**src/common/systolic_pkg.sv**
```systemverilog
`default_nettype none

package systolic_pkg;

    // grid size, also the inner dimension of one job
    localparam int DIM = 5;
    localparam int WORD_W = 32;

    localparam int FIFO_DEPTH = 8;
    localparam int FIFO_PTR_W = $clog2(FIFO_DEPTH);
    localparam int FIFO_CNT_W = $clog2(FIFO_DEPTH + 1);

    // inner steps + skew across the grid + fifo read reg + edge reg
    localparam int COMPUTE_CYCLES = DIM + 2 * DIM - 2 + 2;
    localparam int PHASE_CNT_W = $clog2(COMPUTE_CYCLES);

    typedef logic [WORD_W-1:0] word_t;

    // one word per lane, lane 0 in the low bits
    typedef logic [DIM-1:0][WORD_W-1:0] lane_vec_t;

    typedef logic [FIFO_PTR_W-1:0] fifo_ptr_t;
    typedef logic [FIFO_CNT_W-1:0] fifo_cnt_t;
    typedef logic [PHASE_CNT_W-1:0] phase_cnt_t;

    typedef enum logic [2:0] {
        IDLE,
        CLEAR,
        COMPUTE,
        LOAD,
        DRAIN,
        DONE
    } ctrl_state_t;

endpackage

`default_nettype wire
```
**src/common/array_ctrl_if.sv**
```systemverilog
`default_nettype none

interface array_ctrl_if;

    // at most one of these is high in any cycle
    logic clear;
    logic compute;
    logic drain_load;
    logic drain_shift;

    modport controller (
        output clear,
        output compute,
        output drain_load,
        output drain_shift
    );

    modport grid (
        input clear,
        input compute,
        input drain_load,
        input drain_shift
    );

endinterface

`default_nettype wire

```
**src/verilog/array_controller.sv**
```systemverilog
`default_nettype none

module array_controller (
    input  logic             clk,
    input  logic             rst,
    input  logic             start,
    input  logic             operands_ready,
    output logic             pop,
    output logic             busy,
    output logic             result_valid,
    output logic             done,
    array_ctrl_if.controller ctrl
);

    systolic_pkg::ctrl_state_t state;
    systolic_pkg::ctrl_state_t state_next;
    systolic_pkg::phase_cnt_t  phase_cnt;
    logic                      counting;

    always_comb begin
        state_next = state;
        case (state)
            systolic_pkg::IDLE: begin
                if (start && operands_ready) begin
                    state_next = systolic_pkg::CLEAR;
                end
            end
            systolic_pkg::CLEAR: begin
                state_next = systolic_pkg::COMPUTE;
            end
            systolic_pkg::COMPUTE: begin
                if (phase_cnt == systolic_pkg::phase_cnt_t'(systolic_pkg::COMPUTE_CYCLES - 1)) begin
                    state_next = systolic_pkg::LOAD;
                end
            end
            systolic_pkg::LOAD: begin
                state_next = systolic_pkg::DRAIN;
            end
            systolic_pkg::DRAIN: begin
                // DONE carries the last of the DIM drain rows
                if (phase_cnt == systolic_pkg::phase_cnt_t'(systolic_pkg::DIM - 2)) begin
                    state_next = systolic_pkg::DONE;
                end
            end
            systolic_pkg::DONE: begin
                state_next = systolic_pkg::IDLE;
            end
            default: begin
                state_next = systolic_pkg::IDLE;
            end
        endcase
    end

    // counter restarts on every phase change
    assign counting = (state_next == state) &&
                      (state == systolic_pkg::COMPUTE || state == systolic_pkg::DRAIN);

    always_ff @(posedge clk or posedge rst) begin
        if (rst) begin
            state     <= systolic_pkg::IDLE;
            phase_cnt <= '0;
        end else begin
            state     <= state_next;
            phase_cnt <= counting ? phase_cnt + 1'b1 : '0;
        end
    end

    assign ctrl.clear       = (state == systolic_pkg::CLEAR);
    assign ctrl.compute     = (state == systolic_pkg::COMPUTE);
    assign ctrl.drain_load  = (state == systolic_pkg::LOAD);
    assign ctrl.drain_shift = (state == systolic_pkg::DRAIN) || (state == systolic_pkg::DONE);

    // one word per lane for the first DIM compute cycles
    assign pop = (state == systolic_pkg::COMPUTE) &&
                 (phase_cnt < systolic_pkg::phase_cnt_t'(systolic_pkg::DIM));

    assign busy         = (state != systolic_pkg::IDLE);
    assign result_valid = (state == systolic_pkg::DRAIN) || (state == systolic_pkg::DONE);
    assign done         = (state == systolic_pkg::DONE);

endmodule

`default_nettype wire

```
**src/flat_wrapper.sv**
```systemverilog
// flat-port wrapper written by rule: the top's interface ports become plain ports
module array_controller_flat 
  (clk, rst, start, operands_ready, pop, busy, result_valid, done, ctrl_clear, ctrl_compute, ctrl_drain_load, ctrl_drain_shift);
  array_ctrl_if ctrl_i ();
  input  logic clk;
  input  logic rst;
  input  logic start;
  input  logic operands_ready;
  output logic pop;
  output logic busy;
  output logic result_valid;
  output logic done;
  output wire logic [$bits(ctrl_i.clear)-1:0] ctrl_clear;
  output wire logic [$bits(ctrl_i.compute)-1:0] ctrl_compute;
  output wire logic [$bits(ctrl_i.drain_load)-1:0] ctrl_drain_load;
  output wire logic [$bits(ctrl_i.drain_shift)-1:0] ctrl_drain_shift;
  assign ctrl_clear = ctrl_i.clear;
  assign ctrl_compute = ctrl_i.compute;
  assign ctrl_drain_load = ctrl_i.drain_load;
  assign ctrl_drain_shift = ctrl_i.drain_shift;
  array_controller u_core (.clk(clk), .rst(rst), .start(start), .operands_ready(operands_ready), .pop(pop), .busy(busy), .result_valid(result_valid), .done(done), .ctrl(ctrl_i));
endmodule
```
**config.mk**
```make
export PLATFORM = sky130hd
export DESIGN_NAME = array_controller_flat
export DESIGN_NICKNAME = d
export VERILOG_FILES = /design/src/common/systolic_pkg.sv /design/src/common/array_ctrl_if.sv /design/src/verilog/array_controller.sv /design/src/flat_wrapper.sv
export SDC_FILE = /design/constraint.sdc
export NUM_CORES = 1
export LEC_CHECK = 0
export ABC_AREA = 1
export ABC_CLOCK_PERIOD_IN_PS = 1400
export BUFFER_PORTS_ARGS = -buffer_cell sky130_fd_sc_hd__buf_2
export CORE_AREA = 2 2 39 41
export DETAILED_ROUTE_END_ITERATION = 8
export DIE_AREA = 0 0 41 43
export PLACE_DENSITY = 0.65
export SLEW_MARGIN = 20
export SYNTH_ARGS = -nofsm -noshare
export SYNTH_HDL_FRONTEND = slang
export SYNTH_SLANG_ARGS = --single-unit
```
**constraint.sdc**
```tcl
create_clock -name clk -period 1.4 [get_ports clk]
set_input_delay 0.07 -clock clk [delete_from_list [all_inputs] [get_ports clk]]
set_output_delay 0.07 -clock clk [all_outputs]
set_load 0.01 [all_outputs]
```
## After elaboration in Yosys (flattened, before gate mapping)

Cells that the tools add are included.
W data, S select, Z words.

- Logic and storage cells: 24
- Output and inout bits: 8
- Bits of input ports: 4
- Register bits after elaboration: 7

- Muxes and demuxes: 5
- Reduce and logical (&&, ||, !) cells: 7
- $add $sub $neg: 1
- Magnitude comparators: 1
- Eq/ne operators: 8

Operators with widths:

| operator | count |
|---|---|
| $pmux W3 S5 | 1 |
| $mux W3 | 3 |
| $eq A3 B2 Y1 const B | 2 |
| $eq A3 B3 Y1 const B | 2 |
| $add A4 B1 Y4 const B | 1 |
| $eq A4 B2 Y1 const B | 1 |
| $eq A4 B4 Y1 const B | 1 |
| $lt A4 B3 Y1 const B | 1 |
| $mux W4 | 1 |
| $eq A3 B1 Y1 const B | 1 |
| $eq A3 B3 Y1 | 1 |
| $logic_and A1 B1 Y1 | 3 |
| $logic_not A3 Y1 | 1 |
| $reduce_bool A3 Y1 | 1 |
| $logic_or A1 B1 Y1 | 2 |

## Logic depth before layout (Yosys ltp)

- Depth after elaboration: 6
- Gate-level depth with buffers: 7
- Depth with buffers taken out: 7

## Least setup slack after synthesis

OpenSTA, ideal clock, no wires.

- Kind: register to register
- From: reg u_core.state[0]
- To: reg u_core.phase_cnt[2]
- Path buffers: 0
- Clock period less this slack: 1119 ps
- Path slack: 281 ps
- Data required time: 1280 ps
- Arrival: 999 ps
- Library setup time: 120 ps
- Cell stages (with the launch flop): 7
- Path through: dfrtp_1 -> inv_1 -> nand2_1 -> nor2_1 -> nand2_1 -> nand4_2 -> nor2_1

- Longest elaborated chain between the ends: 5
- Elaborated cells between the ends (all ways): 13
- Classes of those cells: 5 x eq/ne; 5 x mux; 3 x reduce/logical

Ends and longest elaborated chain:

| what | line | text |
|---|---|---|
| start, declared | array_controller.sv:15 | `systolic_pkg::ctrl_state_t state;` |
| start signal, assigned | array_controller.sv:60 | `state <= systolic_pkg::IDLE;` |
| start signal, assigned | array_controller.sv:63 | `state <= state_next;` |
| $eq A3 B2 Y1 * | - |  |
| via ctrl_compute | flat_wrapper.sv:14 | `output wire logic [$bits(ctrl_i.compute)-1:0] ctrl_compute;` |
| $pmux W3 S5 | array_controller.sv:22 | `case (state)` |
| $eq A3 B3 Y1 | array_controller.sv:55 | `assign counting = (state_next == state) &&` |
| $logic_and A1 B1 Y1 * | array_controller.sv:55 |  |
| $mux W4 * | array_controller.sv:64 | `phase_cnt <= counting ? phase_cnt + 1'b1 : '0;` |
| end signal, assigned | array_controller.sv:64 |  |
| end, declared | array_controller.sv:17 | `systolic_pkg::phase_cnt_t phase_cnt;` |

The timed path passes the listed nets; every way through them passes the cells marked *.

## Final worst setup path

- From: reg u_core.state[1]
- To: out pop

- Longest elaborated chain between the ends: 2

Ends and longest elaborated chain:

| what | line | text |
|---|---|---|
| $eq A3 B2 Y1 | array_controller.sv:74 | `assign pop = (state == systolic_pkg::COMPUTE) &&` |
| $logic_and A1 B1 Y1 | array_controller.sv:74 |  |
| end, declared | flat_wrapper.sv:9 | `output logic pop;` |

No other way between the ends.

==> results.md <==
- Status: completed
- Reg2reg setup slack: 110 ps
- Worst setup SP type: flop
- Root Buffer: clkbuf_4
- Worst Max-Slew Pin Slew: 299 ps
- Layout Utilization: 40.1%
- Peak Freq: 768 MHz
- Critical path arrival: 1230 ps
- Initial Util: 31.6%
- Final worst-path cycle share: 93.1%
- Worst-case clock skew: 1.06 ps
- Ys Warns: 0
- Post-Synthesis Cells: 55
- Mapped Nets: 62
- Worst Hold Path EP: u_core.state[0]
- Total power: 0.958 mW
- Total iterations of the first detailed-routing run: 2
- Commonest non-fill, non-tap cell in the layout: buf_2
- Filler cells: 135
- Mean Syn Cell Area: 7.96 um^2
- Die Y: 43 um
- PD cells: 1720 mW/mm^2
- Final Hold Fails: 0
- Row count: 14
- Die area: 0.00176 mm^2
- Required time of the critical path: 1330 ps
- Final #Nets: 79
- Initial antenna violation count: 0
- Vias per cell: 4.31
- Post-synth EDFFs: 0
- Hold Path Cell Cnt: 5
- Yosys cell types: 16
- Yosys reg bits: 7
- FF-to-FF Start: u_core.phase_cnt[0]
- Clk sink count: 7
- Synth async-reset ratio: 100%
- Cts bufs inserted: 3
- Prevailing post-synth register cell: dfrtp_1
- Clk buf depth: 2
- Final ANT Viol Nets: 0
- H-tree depth: 1
- Final min period: 1300 ps
- R2R Path End: u_core.phase_cnt[2]
- Final setup vio count: 0
- Maxcap violations: 0
- Worst Min Path Start: operands_ready
- GRT Overall Usage: 11.2%
- VDD IR max: 668 uV
- Leak pwr: 0.312 nW
- CORE AREA: 0.00138 mm^2
- Via count: 375
- Crit Path Class: flop to output port
- Post-synthesis sequential area ratio: 40.0%
- Final Max Slew Viols: 0
- DR iter-0 viols: 6
- DP HPWL: 677 um
- DR WL/cell: 9.61 um
- Synthesized cell area: 438 um^2
- Gr ovfl total: 0
- First-pass GRT wire length: 1300 um
- Die X: 41 um
- Io pins: 12
- Placer Congestion: 0.766
- Vias in the first global route: 309
- Unrepaired setup endpoints after global routing: false
- CTS tree: yes
- Critical Path End Type: output port
- Residual DRC count: 0
- Largest net degree at the start of global routing: 9
- Critical Path Fanout Max: 8
- Most frequent cells in the layout: 11 x buf_2, 10 x inv_1, 9 x nor2_1
- Number of buffers added on ports: 11
- Clk slew on worst S/H paths: 50 ps
- Clk Latency, worst-skew pair: 250 ps
- Drt total wl: 836 um
- Worst min-delay path class: input pin to flop
- Worst relative slew slack: 80.1%
- Setup_tns: 0 ps
- ANT cells: 0
- Area delta synth->final: 26.9%
- Cell depth of the worst flop-to-flop path: 7
- Share of layout cells above drive strength 1: 33.8%
[worst max path at each step]
stage                              from                   to  depth (start not counted)
detailed placement  u_core.phase_cnt[0]  u_core.phase_cnt[2]                          7
finish                  u_core.state[1]                  pop                          3
global route            u_core.state[1]                  pop                          3
global placement    u_core.phase_cnt[0]  u_core.phase_cnt[1]                          7
floorplan               u_core.state[0]  u_core.phase_cnt[2]                          6
CTS                 u_core.phase_cnt[0]                  pop                          5
[metal layers]
metal  GRT usage, %  wire (um)
met2           15.3        395
met3           3.14         49
met1           15.3        381
met5              0          0
met4           6.00          9
[worst max-delay path, cell delays in order, from the launching register on]
cell,delay [ps]
dfrtp_1,510
nand3_2,160
a211oi_2,160
buf_2,160
[cell usage after synthesis (2+ instances only)]
cell	number	area, um^2
nand2_2	2	12.5
nand3_1	4	20.0
ha_1	3	37.5
o21ai_0	2	10.0
nand2_1	7	26.3
nor3_1	2	10.0
dfrtp_1	7	175
nor2_1	9	33.8
inv_1	12	45.0
[power by group]
part	switching (mW)	total (mW)	leakage [nW]	internal [mW]
clock network	0.0725	0.181	0.0150	0.109
logic	0.261	0.451	0.202	0.190
registers	0.0736	0.326	0.0944	0.252
total	0.407	0.958	0.312	0.551
[metrics by stage]
stage / hold WS [ps] / cells / area (um^2) / worst slack (ps)
finish: 206 / 87 / 556 / 97.3
global route: 270 / 87 / 556 / 9.85
CTS: 214 / 85 / 541 / 9.88
detailed placement: 22.2 / 80 / 494 / 212
global placement: 12.3 / 80 / 494 / 232
floorplan: -127 / 55 / 438 / 281
[layout make-up]
class	count	area (um^2)	area share [%]
Sequential cell	7	175	31.5
Inverter	12	45.0	8.11
Clock buffer	4	26.3	4.73
Timing Repair Buffer	14	80.1	14.4
Multi-Input combinational cell	34	209	37.6
Tap cell	16	20.0	3.60
[repair_timing]
action | in CTS | in global routing
resized for setup | 2 | 2
endpoints found under the setup margin | 1 | 1
setup buffers | 0 | 2
endpoints found under the hold margin | 7 | 0
pin swaps | 0 | 1
hold buffers | 1 | 0
[registers in the layout, summed over array words and instances (netlist names)]
name,count
u_core.state,3
u_core.phase_cnt,4
[kinds of logic after synthesis]
group	synth area share, %
buffers and inverters	14.6
DFF	40.0
and+or+nand+nor	28.9
adders and majority gates	8.57
xor gates and xnor gates	4.00
AOI/OAI and AO/OA	4.00
No activity file was read; power rests on OpenSTA's default activity.
