**src/common/systolic_pkg.sv**
```systemverilog
`default_nettype none

package systolic_pkg;

    // grid size, also the inner dimension of one job
    localparam int DIM = 5;
    localparam int WORD_W = 32;

    localparam int FIFO_DEPTH = 8;
    localparam int FIFO_PTR_W = $clog2(FIFO_DEPTH);
    localparam int FIFO_CNT_W = $clog2(FIFO_DEPTH + 1);

    // inner steps + skew across the grid + fifo read reg + edge reg
    localparam int COMPUTE_CYCLES = DIM + 2 * DIM - 2 + 2;
    localparam int PHASE_CNT_W = $clog2(COMPUTE_CYCLES);

    typedef logic [WORD_W-1:0] word_t;

    // one word per lane, lane 0 in the low bits
    typedef logic [DIM-1:0][WORD_W-1:0] lane_vec_t;

    typedef logic [FIFO_PTR_W-1:0] fifo_ptr_t;
    typedef logic [FIFO_CNT_W-1:0] fifo_cnt_t;
    typedef logic [PHASE_CNT_W-1:0] phase_cnt_t;

    typedef enum logic [2:0] {
        IDLE,
        CLEAR,
        COMPUTE,
        LOAD,
        DRAIN,
        DONE
    } ctrl_state_t;

endpackage

`default_nettype wire
```
**src/verilog/operand_feeder.sv**
```systemverilog
`default_nettype none

module operand_feeder (
    input  logic                    clk,
    input  logic                    rst,
    input  logic                    load_en,
    input  systolic_pkg::lane_vec_t load_a,
    input  systolic_pkg::lane_vec_t load_b,
    output logic                    load_full,
    input  logic                    pop,
    output logic                    operands_ready,
    output systolic_pkg::lane_vec_t a_edge,
    output systolic_pkg::lane_vec_t b_edge
);

    // index 0 is the A side, index 1 the B side
    systolic_pkg::lane_vec_t        load_data [2];
    systolic_pkg::lane_vec_t        tap_data [2];
    logic [systolic_pkg::DIM-1:0]   tap_valid [2];
    systolic_pkg::lane_vec_t        edge_q [2];
    logic [2*systolic_pkg::DIM-1:0] lane_full;
    logic [2*systolic_pkg::DIM-1:0] lane_ready;
    logic                           wr_en;
    logic                           rd_valid;

    assign load_data[0] = load_a;
    assign load_data[1] = load_b;

    // a step is taken on all ten lanes or on none
    assign load_full      = |lane_full;
    assign wr_en          = load_en && !load_full;
    assign operands_ready = &lane_ready;

    // marks the cycle the fifo read data is fresh
    always_ff @(posedge clk or posedge rst) begin
        if (rst) begin
            rd_valid <= 1'b0;
        end else begin
            rd_valid <= pop;
        end
    end

    for (genvar s = 0; s < 2; s++) begin : g_side
        for (genvar i = 0; i < systolic_pkg::DIM; i++) begin : g_lane
            systolic_pkg::word_t     fifo_q;
            systolic_pkg::fifo_cnt_t fifo_count;
            logic                    fifo_full;

            lane_fifo u_fifo (
                .clk     (clk),
                .rst     (rst),
                .wr_en   (wr_en),
                .wr_data (load_data[s][i]),
                .rd_en   (pop),
                .rd_data (fifo_q),
                .count   (fifo_count),
                .full    (fifo_full),
                .empty   ()
            );

            assign lane_full[s*systolic_pkg::DIM+i]  = fifo_full;
            assign lane_ready[s*systolic_pkg::DIM+i] =
                (fifo_count >= systolic_pkg::fifo_cnt_t'(systolic_pkg::DIM));

            if (i == 0) begin : g_direct
                assign tap_data[s][i]  = fifo_q;
                assign tap_valid[s][i] = rd_valid;
            end else begin : g_skew
                // lane i lags lane 0 by i cycles
                systolic_pkg::word_t chain_data [i];
                logic [i-1:0]        chain_valid;

                always_ff @(posedge clk or posedge rst) begin
                    if (rst) begin
                        chain_valid <= '0;
                    end else begin
                        chain_valid[0] <= rd_valid;
                        for (int k = 1; k < i; k++) begin
                            chain_valid[k] <= chain_valid[k-1];
                        end
                    end
                end

                always_ff @(posedge clk) begin
                    chain_data[0] <= fifo_q;
                    for (int k = 1; k < i; k++) begin
                        chain_data[k] <= chain_data[k-1];
                    end
                end

                assign tap_data[s][i]  = chain_data[i-1];
                assign tap_valid[s][i] = chain_valid[i-1];
            end
        end
    end

    // edge register, idle lanes feed zeros into the grid
    always_ff @(posedge clk) begin
        for (int s = 0; s < 2; s++) begin
            for (int i = 0; i < systolic_pkg::DIM; i++) begin
                edge_q[s][i] <= tap_valid[s][i] ? tap_data[s][i] : '0;
            end
        end
    end

    assign a_edge = edge_q[0];
    assign b_edge = edge_q[1];

endmodule

`default_nettype wire

```
**src/verilog/lane_fifo.sv**
```systemverilog
`default_nettype none

module lane_fifo (
    input  logic                    clk,
    input  logic                    rst,
    input  logic                    wr_en,
    input  systolic_pkg::word_t     wr_data,
    input  logic                    rd_en,
    output systolic_pkg::word_t     rd_data,
    output systolic_pkg::fifo_cnt_t count,
    output logic                    full,
    output logic                    empty
);

    systolic_pkg::word_t     mem [systolic_pkg::FIFO_DEPTH];
    systolic_pkg::fifo_ptr_t wr_ptr;
    systolic_pkg::fifo_ptr_t rd_ptr;
    logic                    do_wr;
    logic                    do_rd;

    assign full  = (count == systolic_pkg::fifo_cnt_t'(systolic_pkg::FIFO_DEPTH));
    assign empty = (count == '0);

    // overflow writes and underflow reads are dropped
    assign do_wr = wr_en && !full;
    assign do_rd = rd_en && !empty;

    always_ff @(posedge clk or posedge rst) begin
        if (rst) begin
            wr_ptr <= '0;
            rd_ptr <= '0;
            count  <= '0;
        end else begin
            if (do_wr) begin
                wr_ptr <= (wr_ptr == systolic_pkg::fifo_ptr_t'(systolic_pkg::FIFO_DEPTH - 1)) ?
                          '0 : wr_ptr + 1'b1;
            end
            if (do_rd) begin
                rd_ptr <= (rd_ptr == systolic_pkg::fifo_ptr_t'(systolic_pkg::FIFO_DEPTH - 1)) ?
                          '0 : rd_ptr + 1'b1;
            end
            case ({do_wr, do_rd})
                2'b10:   count <= count + 1'b1;
                2'b01:   count <= count - 1'b1;
                default: count <= count;
            endcase
        end
    end

    // read data is registered and holds between reads
    always_ff @(posedge clk) begin
        if (do_wr) begin
            mem[wr_ptr] <= wr_data;
        end
        if (do_rd) begin
            rd_data <= mem[rd_ptr];
        end
    end

endmodule

`default_nettype wire

```
**config.mk**
```make
export PLATFORM = sky130hd
export DESIGN_NAME = operand_feeder
export DESIGN_NICKNAME = d
export VERILOG_FILES = /design/src/common/systolic_pkg.sv /design/src/verilog/operand_feeder.sv /design/src/verilog/lane_fifo.sv
export SDC_FILE = /design/constraint.sdc
export NUM_CORES = 2
export LEC_CHECK = 0
export ABC_CLOCK_PERIOD_IN_PS = 16700
export BUFFER_PORTS_ARGS = -buffer_cell sky130_fd_sc_hd__buf_4
export CAP_MARGIN = 20
export CORE_MARGIN = 2
export CORE_UTILIZATION = 30
export CTS_CLUSTER_SIZE = 10
export DETAILED_ROUTE_END_ITERATION = 10
export HOLD_SLACK_MARGIN = 0.03
export PLACE_DENSITY = 0.44
export RECOVER_POWER = 25
export SETUP_SLACK_MARGIN = 0.02
export SYNTH_ARGS = -nofsm -noshare
export SYNTH_HDL_FRONTEND = slang
export SYNTH_HIERARCHICAL = 1
export SYNTH_SLANG_ARGS = --single-unit
```
**constraint.sdc**
```tcl
create_clock -name clk -period 16.7 [get_ports clk]
set_input_delay 2.505 -clock clk [delete_from_list [all_inputs] [get_ports clk]]
set_output_delay 2.505 -clock clk [all_outputs]
set_load 0.05 [all_outputs]
```
* Yosys cells after proc, flatten, opt, wreduce, memory -nomap -nowiden *
Memories as Yosys holds them, arrays and structs flattened. A register that Yosys moved wholly into a read port is not among the register bits.
Cells that the tools add are included.

cells by class
  div/mod/pow operators = 0
  equal/unequal tests = 50
  add/sub/neg operators = 40
  bitwise gates (word level) = 0
  $mul = 0
  muxes and demuxes = 60
  reduce and logical (&&, ||, !) cells = 64
  shift-type cells = 0
  $lt $le $gt $ge = 10

operators by type and width
  cell                   number
  $mux W32               10
  $pmux W4 S2            10
  $add A3 B1 Y3 const B  20
  $eq A3 B3 Y1 const B   20
  $mux W3                20
  $add A4 B1 Y4 const B  10
  $eq A4 B4 Y1 const B   10
  $ge A4 B3 Y1 const B   10
  $logic_not A4 Y1       10
  $sub A4 B1 Y4 const B  10
  $logic_and A1 B1 Y1    21
  $logic_not A1 Y1       21
  $eq A2 B1 Y1 const B   10
  $eq A2 B2 Y1 const B   10
  $mux W1                20
  $reduce_bool A2 Y1     10
  $reduce_and A10 Y1     1
  $reduce_or A10 Y1      1

word-level totals
  bits of input ports = 324
  memories = 19
  RAM bits = 3520
  output and inout port bits = 322
  memory bits (read-only) = 0
  latch bits = 0
  register bits after elaboration = 120

memories
  name                            depth  bits a word  rd ports  clocked after memory_dff  write ports  line                  RTL
  edge_q                          2      160          2         0                         2            operand_feeder.sv:20  systolic_pkg::lane_vec_t edge_q [2];
  g_side[0].g_lane[0].u_fifo.mem  8      32           1         1                         1            lane_fifo.sv:15       systolic_pkg::word_t mem [systolic_pkg::FIFO_DEPTH];
  g_side[0].g_lane[1].u_fifo.mem  8      32           1         1                         1            lane_fifo.sv:15
  g_side[0].g_lane[2].u_fifo.mem  8      32           1         1                         1            lane_fifo.sv:15
  g_side[0].g_lane[3].u_fifo.mem  8      32           1         1                         1            lane_fifo.sv:15
  g_side[0].g_lane[4].u_fifo.mem  8      32           1         1                         1            lane_fifo.sv:15
  +13 memories                    -      -            -         -                         -            -

* Depth between registers and ports, before layout *
  depth after elaboration = 7
  mapped depth = 11
  mapped depth without buffers = 11

* Hierarchy *
Netlist, hierarchy kept.

by module, submodules not included
  module                                       cells each  sequential area each (um2)  instances  area each (um2)
  lane_fifo at g_side[0].g_lane[0].u_fifo ...  472         8898.5                      4          11258.3
  lane_fifo at g_side[1].g_lane[1].u_fifo ...  470         8898.5                      4          11250.8
  lane_fifo at g_side[0].g_lane[4].u_fifo ...  472         8898.5                      2          11255.8
  operand_feeder                               1339        19343.6                     1          21613.2

* Worst setup path before layout *
OpenSTA, ideal clock, no wires.

  path kind = in2reg
  start point = in load_en
  end point = mem g_side[0].g_lane[0].u_fifo/mem[0][0] in the netlist's numbering (enable)
  stages = 4
  library setup time = 0.503 ns
  setup slack = 9.354 ns
  arrival time = 6.843 ns
  path through = inv_1 -> nor2_1 -> nand2_2 -> nor4_1

between the ends
  cells in the longest elaborated chain, start to end = 4

ends and longest elaborated chain
  item                           line                  RTL
  start: declaration             operand_feeder.sv:6   input logic load_en,
  $logic_and A1 B1 Y1            operand_feeder.sv:31  assign wr_en = load_en && !load_full;
  via wr_en                      operand_feeder.sv:23  logic wr_en;
  $logic_and A1 B1 Y1            lane_fifo.sv:25       assign do_wr = wr_en && !full;
  $mux W1                        lane_fifo.sv:52       if (do_wr) begin
  $mux W1 (not written as such)  lane_fifo.sv:53       mem[wr_ptr] <= wr_data;
  end: declaration               lane_fifo.sv:15

The timed path passes the listed nets, and every way through them passes these cells.

* Worst setup path after layout *
  start point = reg g_side[0].g_lane[0].u_fifo.count[3]
  end point = out load_full

between the ends
  cells in the longest elaborated chain, start to end = 2

ends and longest elaborated chain
  item                               line                  RTL
  start: declaration                 lane_fifo.sv:10       output systolic_pkg::fifo_cnt_t count,
  start signal: assignment           lane_fifo.sv:43       2'b10: count <= count + 1'b1;
  start signal: assignment           lane_fifo.sv:44       2'b01: count <= count - 1'b1;
  start signal: assignment           lane_fifo.sv:45       default: count <= count;
  $eq A4 B4 Y1                       lane_fifo.sv:21       assign full = (count == systolic_pkg::fifo_cnt_t'(systolic_pkg::FIFO_DEPTH));
  via g_side[0].g_lane[0].fifo_full  operand_feeder.sv:47  logic fifo_full;
  $reduce_or A10 Y1                  operand_feeder.sv:30  assign load_full = |lane_full;
  end: declaration                   operand_feeder.sv:9   output logic load_full,

The timed path passes the listed nets, and every way through them passes these cells.

==> results.tsv <==
metric	value	unit
Power per Cell Area	189.8	nW/µm²
total of cells resized after clock tree synthesis	0	
Slew @ Worst Pin	3.977	ns
final hold violation count	0	
crit-path max cell delay	0.66	ns
residual DRC count	0	
failing checks	max-capacitance violations, max-slew violations	
final setup fails	0	
DIE WIDTH	672.6	µm
clk_lat worst skew	1.00	ns
final worst slack	10.96	ns
cts hold-fix bufs	0	
CP max stage cell	or4b_1	
Port Buffers	645	
worst path cell trace	or4b_1 > inv_1 > nor4_1 > nand3_1 > buf_4	
final worst path period need	5.740	ns
# fillers	41276	
Core Area	445100	µm²
die area	452400	µm²
Die Ht	672.6	µm
FP Rows	245	
Seq. cell area	108400	µm²
clock tree from TritonCTS	yes	
vias in the first global route	64538	
GPL Wtd Cong	0.7278	
CTS buffer count	448	
Crit. End Element	output pin	
largest net degree at the start of global routing	67	
CP Launch Type	register	
RSZ-0062 raised after global routing	no	
WP data arrival	3.23	ns
post-route ant nets	0	
Synth warnings	6	
fin area	159700	µm²
CP max FO	6	
number of max-cap violations	5	
vias per inst	4.416	
area of the multi-input gates	24710	µm²
Cells after Synth	6041	
initial core utilization	0.3013	
Sum Neg Setup Slack	0	ns
fmax	174.2	MHz
mean post-synth cell area	22.20	µm²
Clock Sinks	3945	
H-tree Lvls	5	
Leakage Power	53.18	nW
DRT iter0 DRCs	3770	
WP data required	14.20	ns
GR Util All Layers	0.1334	
Fin Hold WS	0.2830	ns
WL per Instance	22.95	µm
pre-CTS setup slack	10.76	ns
via count	59107	
WL final	307300	µm
fin nets	7446	
DRT Pass-1 Iters	7	
final worst-path cycle share	0.3437	
placed cells	12518	
Hold Crit Class	register to register	
GRT overflow	0	
WS Path Type	register to output pin	
outcome	finished, violations left	
IO Pins	646	
postcts setup bufs	0	
Final Slew Violations	301	
Final HPWL DP	178600	µm
Cell Area, Placed	146600	µm²
initial antenna violation count	97	
Final Util	0.3587	
Max clock buf depth	4	
Area Overhead vs Synth	19.06	%
clk_skew	0.07018	ns
first-pass GRT wire length	446900	µm
Worst Path Buf+Inv	2	
Root Buffer	clkbuf_16	
total chip power	30.30	mW
Syn Std Cell Area	134100	µm²
CTS clock-pin slew for the worst setup and hold paths	0.06	ns
Largest delay share family, worst path	simple AND/OR/NAND/NOR gates	
fin cells	13386	
syn_nets	6445	
share of cells above drive strength 1	0.3015	
Slew HR	-1.651	
VDD IR max	102.8	µV
R2R setup slack	11.58	ns
[worst paths after layout]
| kind | start | endpoint | cells after the start |
|---|---|---|---|
| max | g_side[0].g_lane[0].u_fifo/count[3] | load_full | 5 |
| min | g_side[1].g_lane[3].g_skew.chain_data[0][2] | g_side[1].g_lane[3].g_skew.chain_data[0][34] | 0 |
| max reg2reg | g_side[1].g_lane[0].u_fifo/count[0] | g_side[1].g_lane[3].u_fifo/count[3] | 12 |
| min reg2reg | g_side[1].g_lane[3].g_skew.chain_data[0][2] | g_side[1].g_lane[3].g_skew.chain_data[0][34] | 0 |
| max in group asynchronous | rst | g_side[1].g_lane[0].u_fifo/rd_ptr[0] | 2 |
| min in group asynchronous | rst | g_side[1].g_lane[1].u_fifo/rd_ptr[0] | 2 |
[cell usage in the layout, fill, tap and decap left out, types with 16 or more instances in the layout]
| cell | count |
|---|---|
| edfxtp_1 | 2880 |
| dfxtp_1 | 960 |
| mux4_2 | 640 |
| buf_4 | 612 |
| clkbuf_1 | 477 |
| clkbuf_16 | 449 |
| mux2_2 | 344 |
| and2_0 | 201 |
| and2_1 | 119 |
| dfrtp_1 | 79 |
| ha_1 | 70 |
| inv_1 | 68 |
| nor3_2 | 41 |
| nor2_4 | 31 |
| mux2_1 | 30 |
| diode_2 | 28 |
| nand2b_1 | 26 |
| nand2_1 | 26 |
| nor2_1 | 21 |
| nand3_1 | 21 |
| clkbuf_8 | 20 |
| or4b_1 | 20 |
| nor3b_1 | 20 |
| a21oi_1 | 20 |
| clkinv_16 | 16 |
| o21ai_0 | 16 |
| dfrtp_2 | 16 |
[metal layers]
layer / wire length, µm / global-route usage
met1: 125100 / 0.1635
met2: 158200 / 0.2372
met3: 15580 / 0.02923
met4: 8031 / 0.03446
met5: 293 / 0
[where the power goes]
group | switching, mW | total [mW] | leakage [nW] | internal [mW]
sequential | 1.04 | 14.3 | 35.5 | 13.3
clock | 3.85 | 9.02 | 6.39 | 5.17
combinational | 3.89 | 6.96 | 11.2 | 3.07
total | 8.78 | 30.3 | 53.2 | 21.5
[area by class of cell]
class | instances | share of cell area
Multi-Input combinational cell | 1804 | 0.1548
Clock buffer | 792 | 0.07969
Inverter | 72 | 0.001693
Clock inverter | 46 | 0.005078
Tap cell | 5928 | 0.04646
Timing Repair Buffer | 771 | 0.03297
Sequential cell | 3945 | 0.6789
Antenna cell | 28 | 0.0004389
[sequential cells by signal, indices dropped and copies added (netlist names), 4 cells and up]
| register | flops |
|---|---|
| g_side.g_lane.u_fifo/count | 40 |
| g_side.g_lane.g_skew.chain_data | 640 |
| g_side.g_lane.u_fifo/wr_ptr | 30 |
| g_side.g_lane.u_fifo/rd_ptr | 30 |
| g_side.g_lane.u_fifo/rd_data | 320 |
| g_side.g_lane.u_fifo/mem | 2560 |
| g_side.g_lane.g_skew.chain_valid | 4 |
| edge_q | 320 |
(Power assumes the default switching activity.)
